[src/hw/neighbor_pkg.sv]
package neighbor_pkg;

    // default sizing, top level may override counts
    localparam int NUM_PE     = 4;
    localparam int NUM_BANKS  = 4;
    localparam int BANK_DEPTH = 64;
    localparam int ID_W       = 16;
    localparam int MAX_DEG    = 16;

    localparam int ROW_W  = $clog2(BANK_DEPTH);
    localparam int BANK_W = $clog2(NUM_BANKS);
    localparam int PE_W   = $clog2(NUM_PE);
    localparam int DEG_W  = $clog2(MAX_DEG);   // holds degree minus one

    // upstream request, one entry in the request FIFO
    typedef struct packed {
        logic [BANK_W-1:0] bank;
        logic [ROW_W-1:0]  row;     // start row inside the bank
        logic [DEG_W-1:0]  deg_m1;
        logic [PE_W-1:0]   pe_tag;  // destination edge PE
    } neighbor_req_t;

    // dispatcher to one bank controller
    typedef struct packed {
        logic              valid;
        logic [ROW_W-1:0]  row;
        logic [DEG_W-1:0]  deg_m1;
        logic [PE_W-1:0]   pe_tag;
    } bank_cmd_t;

    // bank controller output, still tagged with its PE
    typedef struct packed {
        logic              valid;
        logic              sos;
        logic              eos;
        logic [DEG_W-1:0]  iter;
        logic [ID_W-1:0]   id;
        logic [PE_W-1:0]   pe_tag;
    } bank_stream_t;

    // per-PE output port
    typedef struct packed {
        logic              valid;
        logic              sos;
        logic              eos;
        logic [DEG_W-1:0]  iter;
        logic [ID_W-1:0]   id;
    } pe_stream_t;

endpackage

[src/hw/neighbor_req_fifo.sv]
`timescale 1ns/100ps

module neighbor_req_fifo #(
    parameter int FIFO_DEPTH = 8
) (
    input  logic                        clk,
    input  logic                        rst,
    input  logic                        push,
    input  neighbor_pkg::neighbor_req_t wdata,
    input  logic                        pop,
    output neighbor_pkg::neighbor_req_t rdata,
    output logic                        wfull,
    output logic                        rempty
);

    localparam int AW = $clog2(FIFO_DEPTH);

    neighbor_pkg::neighbor_req_t mem [FIFO_DEPTH];

    // extra msb is the wrap bit
    logic [AW:0] wptr;
    logic [AW:0] rptr;
    logic        do_push;
    logic        do_pop;

    assign do_push = push && !wfull;    // requests while full are dropped
    assign do_pop  = pop && !rempty;

    assign rempty = (wptr == rptr);
    assign wfull  = (wptr[AW] != rptr[AW]) && (wptr[AW-1:0] == rptr[AW-1:0]);

    // show-ahead head
    assign rdata = mem[rptr[AW-1:0]];

    always_ff @(posedge clk) begin
        if (do_push) begin
            mem[wptr[AW-1:0]] <= wdata;
        end
    end

    always_ff @(posedge clk) begin
        if (rst) begin
            wptr <= '0;
            rptr <= '0;
        end else begin
            if (do_push) begin
                wptr <= wptr + 1'b1;
            end
            if (do_pop) begin
                rptr <= rptr + 1'b1;
            end
        end
    end

endmodule

[src/hw/neighbor_dispatch.sv]
`timescale 1ns/100ps

module neighbor_dispatch #(
    parameter int NUM_PE    = neighbor_pkg::NUM_PE,
    parameter int NUM_BANKS = neighbor_pkg::NUM_BANKS
) (
    input  logic                                       clk,
    input  logic                                       rst,
    input  neighbor_pkg::neighbor_req_t                head,
    input  logic                                       empty,
    input  logic [NUM_BANKS-1:0]                       bank_busy,
    input  neighbor_pkg::bank_stream_t [NUM_BANKS-1:0] bank_stream,
    output logic                                       pop,
    output neighbor_pkg::bank_cmd_t [NUM_BANKS-1:0]    cmd
);

    // one bit per PE, stream issued and eos not yet seen
    logic [NUM_PE-1:0] pending;
    logic [NUM_PE-1:0] pe_done;
    logic              bank_free;
    logic              pe_free;

    // a bank commanded last cycle has not raised busy yet
    assign bank_free = !bank_busy[head.bank] && !cmd[head.bank].valid;
    assign pe_free   = !pending[head.pe_tag];
    assign pop       = !empty && bank_free && pe_free;

    always_comb begin
        pe_done = '0;
        for (int b = 0; b < NUM_BANKS; b++) begin
            if (bank_stream[b].valid && bank_stream[b].eos) begin
                pe_done[bank_stream[b].pe_tag] = 1'b1;
            end
        end
    end

    always_ff @(posedge clk) begin
        if (rst) begin
            pending <= '0;
        end else begin
            for (int p = 0; p < NUM_PE; p++) begin
                if (pop && head.pe_tag == neighbor_pkg::PE_W'(p)) begin
                    pending[p] <= 1'b1;
                end else if (pe_done[p]) begin
                    pending[p] <= 1'b0;
                end
            end
        end
    end

    // one-cycle command strobe to the addressed bank
    always_ff @(posedge clk) begin
        for (int b = 0; b < NUM_BANKS; b++) begin
            cmd[b].row    <= head.row;
            cmd[b].deg_m1 <= head.deg_m1;
            cmd[b].pe_tag <= head.pe_tag;
            if (rst) begin
                cmd[b].valid <= 1'b0;
            end else begin
                cmd[b].valid <= pop && (head.bank == neighbor_pkg::BANK_W'(b));
            end
        end
    end

endmodule

[src/hw/neighbor_bank_ctrl.sv]
`timescale 1ns/100ps

module neighbor_bank_ctrl #(
    parameter int BANK_DEPTH = neighbor_pkg::BANK_DEPTH
) (
    input  logic                             clk,
    input  logic                             rst,
    input  neighbor_pkg::bank_cmd_t          cmd,
    input  logic [neighbor_pkg::ID_W-1:0]    rd_data,
    output logic                             rd_en,
    output logic [neighbor_pkg::ROW_W-1:0]   rd_row,
    output neighbor_pkg::bank_stream_t       stream,
    output logic                             busy
);

    localparam logic IDLE = 1'b0;
    localparam logic RUN  = 1'b1;

    logic                             state;
    logic [neighbor_pkg::ROW_W-1:0]   addr;
    logic [neighbor_pkg::DEG_W-1:0]   remain;   // reads left after this one
    logic [neighbor_pkg::DEG_W-1:0]   iter;
    logic [neighbor_pkg::PE_W-1:0]    pe_tag;
    logic                             last;

    // read stage, lines up with rd_data
    logic                             s_valid;
    logic                             s_sos;
    logic                             s_eos;
    logic [neighbor_pkg::DEG_W-1:0]   s_iter;
    logic [neighbor_pkg::PE_W-1:0]    s_pe;

    assign last   = (remain == '0);
    assign rd_en  = (state == RUN);
    assign rd_row = addr;

    always_ff @(posedge clk) begin
        if (rst) begin
            state <= IDLE;
        end else if (state == IDLE && cmd.valid) begin
            state <= RUN;
        end else if (state == RUN && last) begin
            state <= IDLE;
        end
    end

    always_ff @(posedge clk) begin
        if (state == IDLE) begin     // track cmd until it fires
            addr   <= cmd.row;
            remain <= cmd.deg_m1;
            iter   <= '0;
            pe_tag <= cmd.pe_tag;
        end else begin
            addr   <= (addr == neighbor_pkg::ROW_W'(BANK_DEPTH - 1)) ? '0 : addr + 1'b1;
            remain <= remain - 1'b1;
            iter   <= iter + 1'b1;
        end
    end

    always_ff @(posedge clk) begin
        s_iter <= iter;
        s_pe   <= pe_tag;
        if (rst) begin
            s_valid <= 1'b0;
            s_sos   <= 1'b0;
            s_eos   <= 1'b0;
        end else begin
            s_valid <= rd_en;
            s_sos   <= rd_en && (iter == '0);
            s_eos   <= rd_en && last;
        end
    end

    // held through the eos cycle
    assign busy = (state == RUN) || s_valid;

    always_comb begin
        stream.valid  = s_valid;
        stream.sos    = s_sos;
        stream.eos    = s_eos;
        stream.iter   = s_iter;
        stream.id     = rd_data;
        stream.pe_tag = s_pe;
    end

endmodule

[src/hw/neighbor_sram.sv]
`timescale 1ns/100ps

module neighbor_sram #(
    parameter int BANK_DEPTH = neighbor_pkg::BANK_DEPTH
) (
    input  logic                             clk,
    input  logic                             we,
    input  logic [neighbor_pkg::ROW_W-1:0]   wrow,
    input  logic [neighbor_pkg::ID_W-1:0]    wdata,
    input  logic                             rd_en,
    input  logic [neighbor_pkg::ROW_W-1:0]   rd_row,
    output logic [neighbor_pkg::ID_W-1:0]    rd_data
);

    logic [neighbor_pkg::ID_W-1:0] mem [BANK_DEPTH];

    // load port
    always_ff @(posedge clk) begin
        if (we) begin
            mem[wrow] <= wdata;
        end
    end

    // one cycle read latency
    always_ff @(posedge clk) begin
        if (rd_en) begin
            rd_data <= mem[rd_row];
        end
    end

endmodule

[src/hw/neighbor_bus.sv]
`timescale 1ns/100ps

module neighbor_bus #(
    parameter int NUM_PE    = neighbor_pkg::NUM_PE,
    parameter int NUM_BANKS = neighbor_pkg::NUM_BANKS
) (
    input  logic                                       clk,
    input  logic                                       rst,
    input  neighbor_pkg::bank_stream_t [NUM_BANKS-1:0] bank_stream,
    output neighbor_pkg::pe_stream_t   [NUM_PE-1:0]    pe_out
);

    neighbor_pkg::pe_stream_t [NUM_PE-1:0] sel;

    // at most one bank targets a given PE at a time
    always_comb begin
        for (int p = 0; p < NUM_PE; p++) begin
            sel[p] = '0;
            for (int b = 0; b < NUM_BANKS; b++) begin
                if (bank_stream[b].valid &&
                    bank_stream[b].pe_tag == neighbor_pkg::PE_W'(p)) begin
                    sel[p].valid = 1'b1;
                    sel[p].sos   = bank_stream[b].sos;
                    sel[p].eos   = bank_stream[b].eos;
                    sel[p].iter  = bank_stream[b].iter;
                    sel[p].id    = bank_stream[b].id;
                end
            end
        end
    end

    always_ff @(posedge clk) begin
        for (int p = 0; p < NUM_PE; p++) begin
            pe_out[p] <= sel[p];
            if (rst) begin
                pe_out[p].valid <= 1'b0;   // strobes only
                pe_out[p].sos   <= 1'b0;
                pe_out[p].eos   <= 1'b0;
            end
        end
    end

endmodule

[src/hw/neighbor_fetch_top.sv]
`timescale 1ns/100ps

module neighbor_fetch_top #(
    parameter int NUM_PE     = neighbor_pkg::NUM_PE,
    parameter int NUM_BANKS  = neighbor_pkg::NUM_BANKS,
    parameter int BANK_DEPTH = neighbor_pkg::BANK_DEPTH,
    parameter int FIFO_DEPTH = 8
) (
    input  logic                                  clk,
    input  logic                                  rst,
    input  logic                                  req_valid,
    input  neighbor_pkg::neighbor_req_t           req,
    input  logic                                  load_valid,
    input  logic [neighbor_pkg::BANK_W-1:0]       load_bank,
    input  logic [neighbor_pkg::ROW_W-1:0]        load_row,
    input  logic [neighbor_pkg::ID_W-1:0]         load_id,
    output logic                                  wfull,
    output neighbor_pkg::pe_stream_t [NUM_PE-1:0] pe_out
);

    neighbor_pkg::neighbor_req_t                 fifo_head;
    logic                                        fifo_empty;
    logic                                        pop;
    neighbor_pkg::bank_cmd_t    [NUM_BANKS-1:0]  cmd;
    neighbor_pkg::bank_stream_t [NUM_BANKS-1:0]  bank_stream;
    logic [NUM_BANKS-1:0]                        bank_busy;
    logic [NUM_BANKS-1:0]                        rd_en;
    logic [NUM_BANKS-1:0][neighbor_pkg::ROW_W-1:0] rd_row;
    logic [NUM_BANKS-1:0][neighbor_pkg::ID_W-1:0]  rd_data;

    neighbor_req_fifo #(
        .FIFO_DEPTH (FIFO_DEPTH)
    ) u_fifo (
        .clk    (clk),
        .rst    (rst),
        .push   (req_valid),
        .wdata  (req),
        .pop    (pop),
        .rdata  (fifo_head),
        .wfull  (wfull),
        .rempty (fifo_empty)
    );

    neighbor_dispatch #(
        .NUM_PE    (NUM_PE),
        .NUM_BANKS (NUM_BANKS)
    ) u_dispatch (
        .clk         (clk),
        .rst         (rst),
        .head        (fifo_head),
        .empty       (fifo_empty),
        .bank_busy   (bank_busy),
        .bank_stream (bank_stream),
        .pop         (pop),
        .cmd         (cmd)
    );

    for (genvar i = 0; i < NUM_BANKS; i++) begin : g_bank
        neighbor_bank_ctrl #(
            .BANK_DEPTH (BANK_DEPTH)
        ) u_ctrl (
            .clk     (clk),
            .rst     (rst),
            .cmd     (cmd[i]),
            .rd_data (rd_data[i]),
            .rd_en   (rd_en[i]),
            .rd_row  (rd_row[i]),
            .stream  (bank_stream[i]),
            .busy    (bank_busy[i])
        );

        neighbor_sram #(
            .BANK_DEPTH (BANK_DEPTH)
        ) u_sram (
            .clk     (clk),
            .we      (load_valid && load_bank == neighbor_pkg::BANK_W'(i)),
            .wrow    (load_row),
            .wdata   (load_id),
            .rd_en   (rd_en[i]),
            .rd_row  (rd_row[i]),
            .rd_data (rd_data[i])
        );
    end

    neighbor_bus #(
        .NUM_PE    (NUM_PE),
        .NUM_BANKS (NUM_BANKS)
    ) u_bus (
        .clk         (clk),
        .rst         (rst),
        .bank_stream (bank_stream),
        .pe_out      (pe_out)
    );

endmodule

[config.mk]
export PLATFORM = sky130hd
export DESIGN_NAME = neighbor_fetch_top
export DESIGN_NICKNAME = d
export VERILOG_FILES = /design/src/hw/neighbor_pkg.sv /design/src/hw/neighbor_req_fifo.sv /design/src/hw/neighbor_dispatch.sv /design/src/hw/neighbor_bank_ctrl.sv /design/src/hw/neighbor_sram.sv /design/src/hw/neighbor_bus.sv /design/src/hw/neighbor_fetch_top.sv
export SDC_FILE = /design/constraint.sdc
export NUM_CORES = 2
export LEC_CHECK = 0
export BUFFER_PORTS_ARGS = -buffer_cell sky130_fd_sc_hd__buf_2
export CAP_MARGIN = 5
export CORE_AREA = 4 4 564 566
export CTS_BUF_LIST = sky130_fd_sc_hd__clkbuf_8
export CTS_CLUSTER_SIZE = 8
export DETAILED_ROUTE_END_ITERATION = 7
export DIE_AREA = 0 0 568 570
export PLACE_DENSITY = 0.69
export SYNTH_ARGS = -nofsm -noshare
export SYNTH_HDL_FRONTEND = slang
export SYNTH_MEMORY_MAX_BITS = 65536
export SYNTH_SLANG_ARGS = --single-unit
[constraint.sdc]
create_clock -name clk -period 3.4 [get_ports clk]
set_clock_uncertainty 0.1 [all_clocks]
set_input_delay 0.34 -clock clk [delete_from_list [all_inputs] [get_ports clk]]
set_output_delay 0.34 -clock clk [all_outputs]
set_load 0.03 [all_outputs]
Yosys cells after proc, flatten, opt, wreduce, memory -nomap -nowiden
Memories as Yosys holds them, arrays and structs flattened. A register that Yosys moved wholly into a read port is not among the register bits.
Index checks and enable logic that the tools add are counted.
{"block": "totals", "reg_bits": 224, "ram_bits": 4208, "inputBits": 42, "output_inout_bits": 93, "elab_cells": 297, "n_memories": 5}
{"block": "classes", "n_addsub": 14, "magnitude_cmp": 10, "n_eq_ne": 28, "mux": 74, "bitwise_logic": 7, "reduce_logical": 86}
{"memory": "g_bank[0].u_sram.mem", "depth": 64, "word_bits": 16, "read_ports": 1, "rd_ports_with_merged_regs": 1, "write_ports": 1, "line_no": "neighbor_sram.sv:15", "source": "logic [neighbor_pkg::ID_W-1:0] mem [BANK_DEPTH];"}
{"memory": "g_bank[1].u_sram.mem", "depth": 64, "word_bits": 16, "read_ports": 1, "rd_ports_with_merged_regs": 1, "write_ports": 1, "line_no": "neighbor_sram.sv:15"}
{"memory": "g_bank[2].u_sram.mem", "depth": 64, "word_bits": 16, "read_ports": 1, "rd_ports_with_merged_regs": 1, "write_ports": 1, "line_no": "neighbor_sram.sv:15"}
{"memory": "g_bank[3].u_sram.mem", "depth": 64, "word_bits": 16, "read_ports": 1, "rd_ports_with_merged_regs": 1, "write_ports": 1, "line_no": "neighbor_sram.sv:15"}
{"memory": "u_fifo.mem", "depth": 8, "word_bits": 14, "read_ports": 1, "rd_ports_with_merged_regs": 1, "write_ports": 1, "line_no": "neighbor_req_fifo.sv:18", "source": "neighbor_pkg::neighbor_req_t mem [FIFO_DEPTH];"}
{"operator": "$mux W23", "count": 16}
{"operator": "$logic_and A1 B1 Y1", "count": 54}
{"operator": "$mux W6", "count": 8}
{"operator": "$logic_not A4 Y1", "count": 8}
{"operator": "$mux W1", "count": 32}
{"operator": "$mux W4", "count": 8}
{"operator": "$eq A2 B2 Y1 const B", "count": 14}
{"operator": "$bmux W13 S2", "count": 1}
{"operator": "$add A4 B1 Y4 const B", "count": 6}
{"operator": "$add A6 B1 Y6 const B", "count": 4}
{"operator": "$eq A6 B6 Y1 const B", "count": 4}
{"operator": "$lt A2 B3 Y1 const B", "count": 6}
{"operator": "$reduce_bool A2 Y1", "count": 8}
{"operator": "$sub A4 B1 Y4 const B", "count": 4}
{"operator": "$eq A2 B1 Y1 const B", "count": 7}
{"operator": "$logic_not A2 Y1", "count": 7}
{"operator": "$mux W13", "count": 1}
{"operator": "$or A4 B4 Y4", "count": 3}
{"operator": "$demux W1 S2", "count": 4}
{"operator": "$ge A2 B1 Y1 const B", "count": 4}
{"operator": "$mux W3", "count": 2}
{"operator": "$logic_not A1 Y1", "count": 5}
{"operator": "$bmux W1 S2", "count": 2}
{"operator": "$eq A4 B4 Y1", "count": 1}
{"operator": "other kinds (4)", "count": 10}

Logic depth before layout (Yosys ltp)
{"block": "logic_depth", "word_depth": 13, "depth_mapped": 8}

Cells and area by module
A second synthesis with hierarchy kept.
{"block": "hier_totals", "cells_unflattened": 8639, "area_unflattened_um2": 175380.7}
{"module": "neighbor_sram", "instances": 4, "cells_each": 1829, "area_each_um2": 40202.3, "seq_area_each_um2": 31230.0}
{"module": "neighbor_req_fifo", "instances": 1, "cells_each": 246, "area_each_um2": 4966.0, "seq_area_each_um2": 3583.4}
{"module": "neighbor_bus", "instances": 1, "cells_each": 541, "area_each_um2": 4356.7, "seq_area_each_um2": 1841.8}
{"module": "neighbor_bank_ctrl at g_bank[2].u_ctrl ...", "instances": 2, "cells_each": 104, "area_each_um2": 1046.0, "seq_area_each_um2": 540.5}
{"module": "neighbor_bank_ctrl at g_bank[0].u_ctrl ...", "instances": 2, "cells_each": 106, "area_each_um2": 1044.8, "seq_area_each_um2": 540.5}
{"module": "neighbor_dispatch", "instances": 1, "cells_each": 112, "area_each_um2": 1029.7, "seq_area_each_um2": 400.4}
{"module": "neighbor_fetch_top", "instances": 1, "cells_each": 4, "area_each_um2": 37.5, "seq_area_each_um2": 0.0}

Worst setup path before layout
Ideal clock, no wire load.
{"block": "synth_path", "path_kind": "register to register", "start": "reg g_bank[0].u_ctrl.addr (netlist bit g_bank[0].u_ctrl.rd_row[0])", "end": "reg g_bank[0].u_sram.rd_data[0] (netlist bit), read port of g_bank[0].u_sram.mem, data pin", "arrival_time_ns": 2.459, "t_required_ns": 3.028, "slack_ns": 0.569, "stages_incl_launch_ff": 6, "period_less_slack_ns": 2.831, "cell_sequence": "dfxtp_1 > buf_2 > clkbuf_1 > mux4_2 > mux4_2 > mux4_2"}
{"element": "start, declared", "line_no": "neighbor_bank_ctrl.sv:20", "source": "logic [neighbor_pkg::ROW_W-1:0] addr;"}
{"element": "start signal, assigned", "line_no": "neighbor_bank_ctrl.sv:49", "source": "addr <= cmd.row;"}
{"element": "start signal, assigned", "line_no": "neighbor_bank_ctrl.sv:54", "source": "addr <= (addr == neighbor_pkg::ROW_W'(BANK_DEPTH - 1)) ? '0 : addr + 1'b1;"}
{"element": "end, declared", "line_no": "neighbor_sram.sv:12", "source": "output logic [neighbor_pkg::ID_W-1:0] rd_data"}

==> impl_summary.txt <==
----------------------------------------------------
[Outcome]
  Result of the run ... finished with violations
  Violated checks ... DRC

[Timing]
  Total negative slack ... 0 ns
  Post-route minimum period ... 3.19 ns
  RSZ-0062 raised after global routing ... no
  Pin slew with the least headroom to its limit ... 1.27 ns
  Worst hold slack across all endpoints ... 0.0693 ns
  Final setup violation count ... 0
  Fraction of the cycle the final worst path needs ... 0.937
  Relative slew margins ... 0.149
  Count of final max-slew check failures ... 0
  Count of endpoints failing hold in the final timing report ... 0
  Peak clock frequency supported by timing ... 314 MHz

[Clock network]
  Clock net sink count ... 4,499
  Buffers inserted by post-CTS timing repair ... 0
  CTS tree ... built
  H-tree levels ... 6
  Number of buffers added by the clock tree synthesis step ... 695
  Number of buffers on the longest clock path ... 4
  Root buffer selected by CTS ... clkbuf_8
  Worst skew pair latency ... 1.23 ns
  Clock-pin slew of the registers on the worst-case setup and hold paths ... 0.06 ns

[Floorplanning]
  Total die area ... 324,000 sq um
  Number of placement rows ... 206
  Vertical die dimension ... 570 um
  Core ar. ... 314,000 sq um
  IO Count ... 135
  Die width ... 568 um
  Starting Density ... 0.547

[Worst setup path]
  Crit-path slowest cell ... nor4b_1
  Maximum fanout encountered on the critical timing path ... 11
  Type of element launching the critical path ... flop
  Critical path data required time ... 4.41 ns
  Dominant delay contributor by cell family on the critical path ... multiplexers
  Worst setup path category ... flop to flop
  Largest stage delay on the critical path ... 0.60 ns
  Data arrival, critical path ... 4.19 ns
  Critical path buffer and inverter count ... 1
  List of cells traversed by the critical path ... mux4_2 -> mux2i_1 -> clkinv_1 -> mux2i_2 -> nor4b_1 -> mux2_2
  Setup crit end kind ... flop

[Yosys]
  Multiplexer area fraction after synthesis ... 0.182
  Combinational family with the most area after synthesis ... multiplexers
  Share of async-settable or async-resettable flops after synthesis ... 0
  FF+latch count, synth ... 4,499
  Post-synthesis cell count ... 7,415
  Adder and majority gate portion of the synthesized area ... 0.00131
  Netlist Area Pre-Place ... 171,000 sq um
  Synth warnings ... 0
  Compound-gate portion of the synthesized area ... 0.0122
  Proportion of synthesized chip area in sequential cells ... 0.775
  Ys flop type ... edfxtp_1
  Synthesized-area fraction occupied by xor and xnor cells ... 0.00179
  Basic-gate share of the synthesized area counting and, or, nand and nor cells ... 0.0164
  Syn_nets ... 7,475
  Number of flops mapped to enable cells by yosys ... 4,280
  Mean cell area of the mapped netlist ... 23.1 sq um
  Count of cell types in the netlist ... 49

[Global routing]
  Total global routing track utilization ... 0.285
  Global-route wire length before repair ... 646 mm
  Via count of the first global-routing pass ... 84,721
  Aggregate global routing overflow ... 0
  Number of antenna violations at the first check in global routing ... 31
  Pin count of the biggest net entering global routing ... 133

[Detailed routing]
  Remaining routing DRC violations ... 56
  Total iterations of the first detailed-routing run ... 8
  Per-cell via count in the routed design ... 6.49
  Post-route ant nets ... 0
  Average wire per standard cell ... 35.1 um
  Total wire length after detailed routing ... 459 mm
  Wire length on met2 ... 215 mm
  Highest signal layer in the routed design ... met5
  Via Count ... 84,957
  Detailed-routing wirelength on met1 ... 167 mm
  Iter 0 DRT Violations ... 12,924
  Detailed route wirelength on metal3 ... 55.7 mm

[Placed design]
  DP HPWL ... 275 mm
  Port buffer count ... 134
  Final Wtd Congestion ... 0.917

[Worst hold path]
  Type of the worst min-delay path ... input pin to flop

[Power]
  Maximum VDD drop ... 0.535 mV
  Static power due to leakage ... 62.2 nW
  Pwr Total ... 143 mW
  Cell area power density ... 737 nW/um^2

[Layout]
  Layout net count ... 8,462
  Layout cell share with drive strength beyond 1 ... 0.350
  Final core area utilization ... 0.619
  Synth-to-layout area growth ... 13.2%

[Flow run]
  Number of max-cap violations ... 0

----------------------------------------------------
[per-stage QoR]
step	cells	cell area (sq um)	worst slack, ns
3_5_place_dp	11813	181000	0.195
5_1_grt	13086	194000	0.0819
2_1_floorplan	7415	171000	0.569
3_3_place_gp	11813	181000	0.180
4_1_cts	13034	194000	0.241
6_report	13094	194000	0.213
[cell families (layout without fill, tap and decap cells)]
logic type	Yosys count	count (layout)
and+or+nand+nor	671	671
AOI/OAI and AO/OA	340	340
DFF	4499	4499
xor gates and xnor gates	35	35
muxes	1402	1402
buffers and inverters	450	1910
other	0	59
adders and majority gates	18	18
[worst reg2reg max path: cells and delay by family, from the launching register on]
family | cells | cell delay (ns)
AND/OR/NAND/NOR | 1 | 0.60
buffers and inverters | 1 | 0.27
flip-flops | 1 | 0.53
multiplexers | 4 | 1.57
[worst paths after layout]
check / start / end / slack, ns / cells after the start
worst max register to register: flop / flop / 0.21 / 6
worst min register to register: g_bank[1].u_ctrl.pe_tag[1] / g_bank[1].u_ctrl.s_pe[1] / 0.24 / 0
worst min-delay path: load_row[2] / g_bank[1].u_sram.mem[52][10] / 0.07 / 5
worst max-delay path: flop / flop / 0.21 / 6
[layout make-up]
type                            instances  area [sq um]
Antenna cell                           59           148
Clock inverter                        449          2080
Multi-Input combinational cell       2466         37300
Inverter                               24          90.1
Fill cell                           20881        120000
Clock buffer                          721          9920
Timing Repair Buffer                  716          6450
Tap cell                             4160          5200
Sequential cell                      4499        133000
[cell usage after synthesis (8+ instances only)]
library cell | n | area, sq um
clkbuf_1 | 256 | 961
a21oi_1 | 106 | 531
o21ai_0 | 107 | 536
buf_6 | 9 | 101
edfxtp_1 | 4280 | 129000
buf_2 | 85 | 425
a21o_1 | 8 | 60.1
nand3_1 | 16 | 80.1
a311oi_1 | 8 | 70.1
mux4_2 | 1371 | 30900
xnor2_1 | 26 | 228
nor2b_1 | 8 | 50.1
inv_1 | 20 | 75.1
mux2_2 | 18 | 203
mux2i_1 | 11 | 110
nor2_1 | 401 | 1510
a221o_1 | 20 | 200
nor3_1 | 19 | 95.1
ha_1 | 18 | 225
nand2_1 | 162 | 608
nor3b_1 | 11 | 82.6
a31oi_1 | 8 | 50.1
a22oi_1 | 62 | 465
xor2_1 | 9 | 78.8
buf_1 | 70 | 263
and3_1 | 18 | 113
and3b_1 | 10 | 87.6
dfxtp_1 | 219 | 4380
[state kept, by name, summed over array words and instances (netlist names), 8 cells and up, named ones only]
register,cells
g_bank.u_ctrl.iter,16
g_bank.u_ctrl.pe_tag,8
g_bank.u_ctrl.rd_row,24
g_bank.u_ctrl.remain,16
g_bank.u_ctrl.s_iter,16
g_bank.u_ctrl.s_pe,8
g_bank.u_sram.mem,4096
g_bank.u_sram.rd_data,64
u_bus.pe_out,92
u_dispatch.cmd,16
u_fifo.mem,112
[metal layers]
metal  GRT usage  vias to the layer above
li1            -                    33486
met1       0.397                    44857
met2       0.431                     5700
met3      0.0739                      912
met4       0.127                        2
met5     0.00297                        -
[where the power goes]
part | leakage [nW] | internal (mW) | switching, mW
clock | 7.26 | 19.7 | 20.3
combinational | 14.6 | 19.9 | 18.8
sequential | 40.3 | 62.0 | 2.34
total | 62.2 | 102 | 41.4
[cells in the final DEF, fill, tap and decap left out, types with 10 or more instances in the layout]
| master | count |
|---|---|
| a221o_1 | 20 |
| nor2_1 | 169 |
| nor3_1 | 16 |
| clkinv_2 | 14 |
| mux2_2 | 18 |
| clkbuf_8 | 737 |
| mux4_2 | 1371 |
| xnor2_1 | 26 |
| a22oi_1 | 62 |
| dfxtp_1 | 200 |
| a21oi_1 | 106 |
| inv_6 | 12 |
| nor2_2 | 230 |
| o21ai_0 | 103 |
| mux2i_1 | 11 |
| ha_1 | 18 |
| nand2_1 | 162 |
| dfxtp_4 | 14 |
| nand3_1 | 15 |
| buf_12 | 91 |
| edfxtp_1 | 4280 |
| dlygate4sd3_1 | 51 |
| and3_1 | 17 |
| buf_4 | 439 |
| clkinv_1 | 75 |
| diode_2 | 59 |
| inv_1 | 336 |
| clkinvlp_4 | 14 |
| buf_2 | 118 |
| inv_8 | 10 |
[what timing repair did]
action | 4_1_cts | 5_1_grt
hold buffers | 51 | 0
resized for setup | 0 | 0
hold endpoints to repair | 3048 | 0
Note: power is estimated with default switching activity, not from simulation.
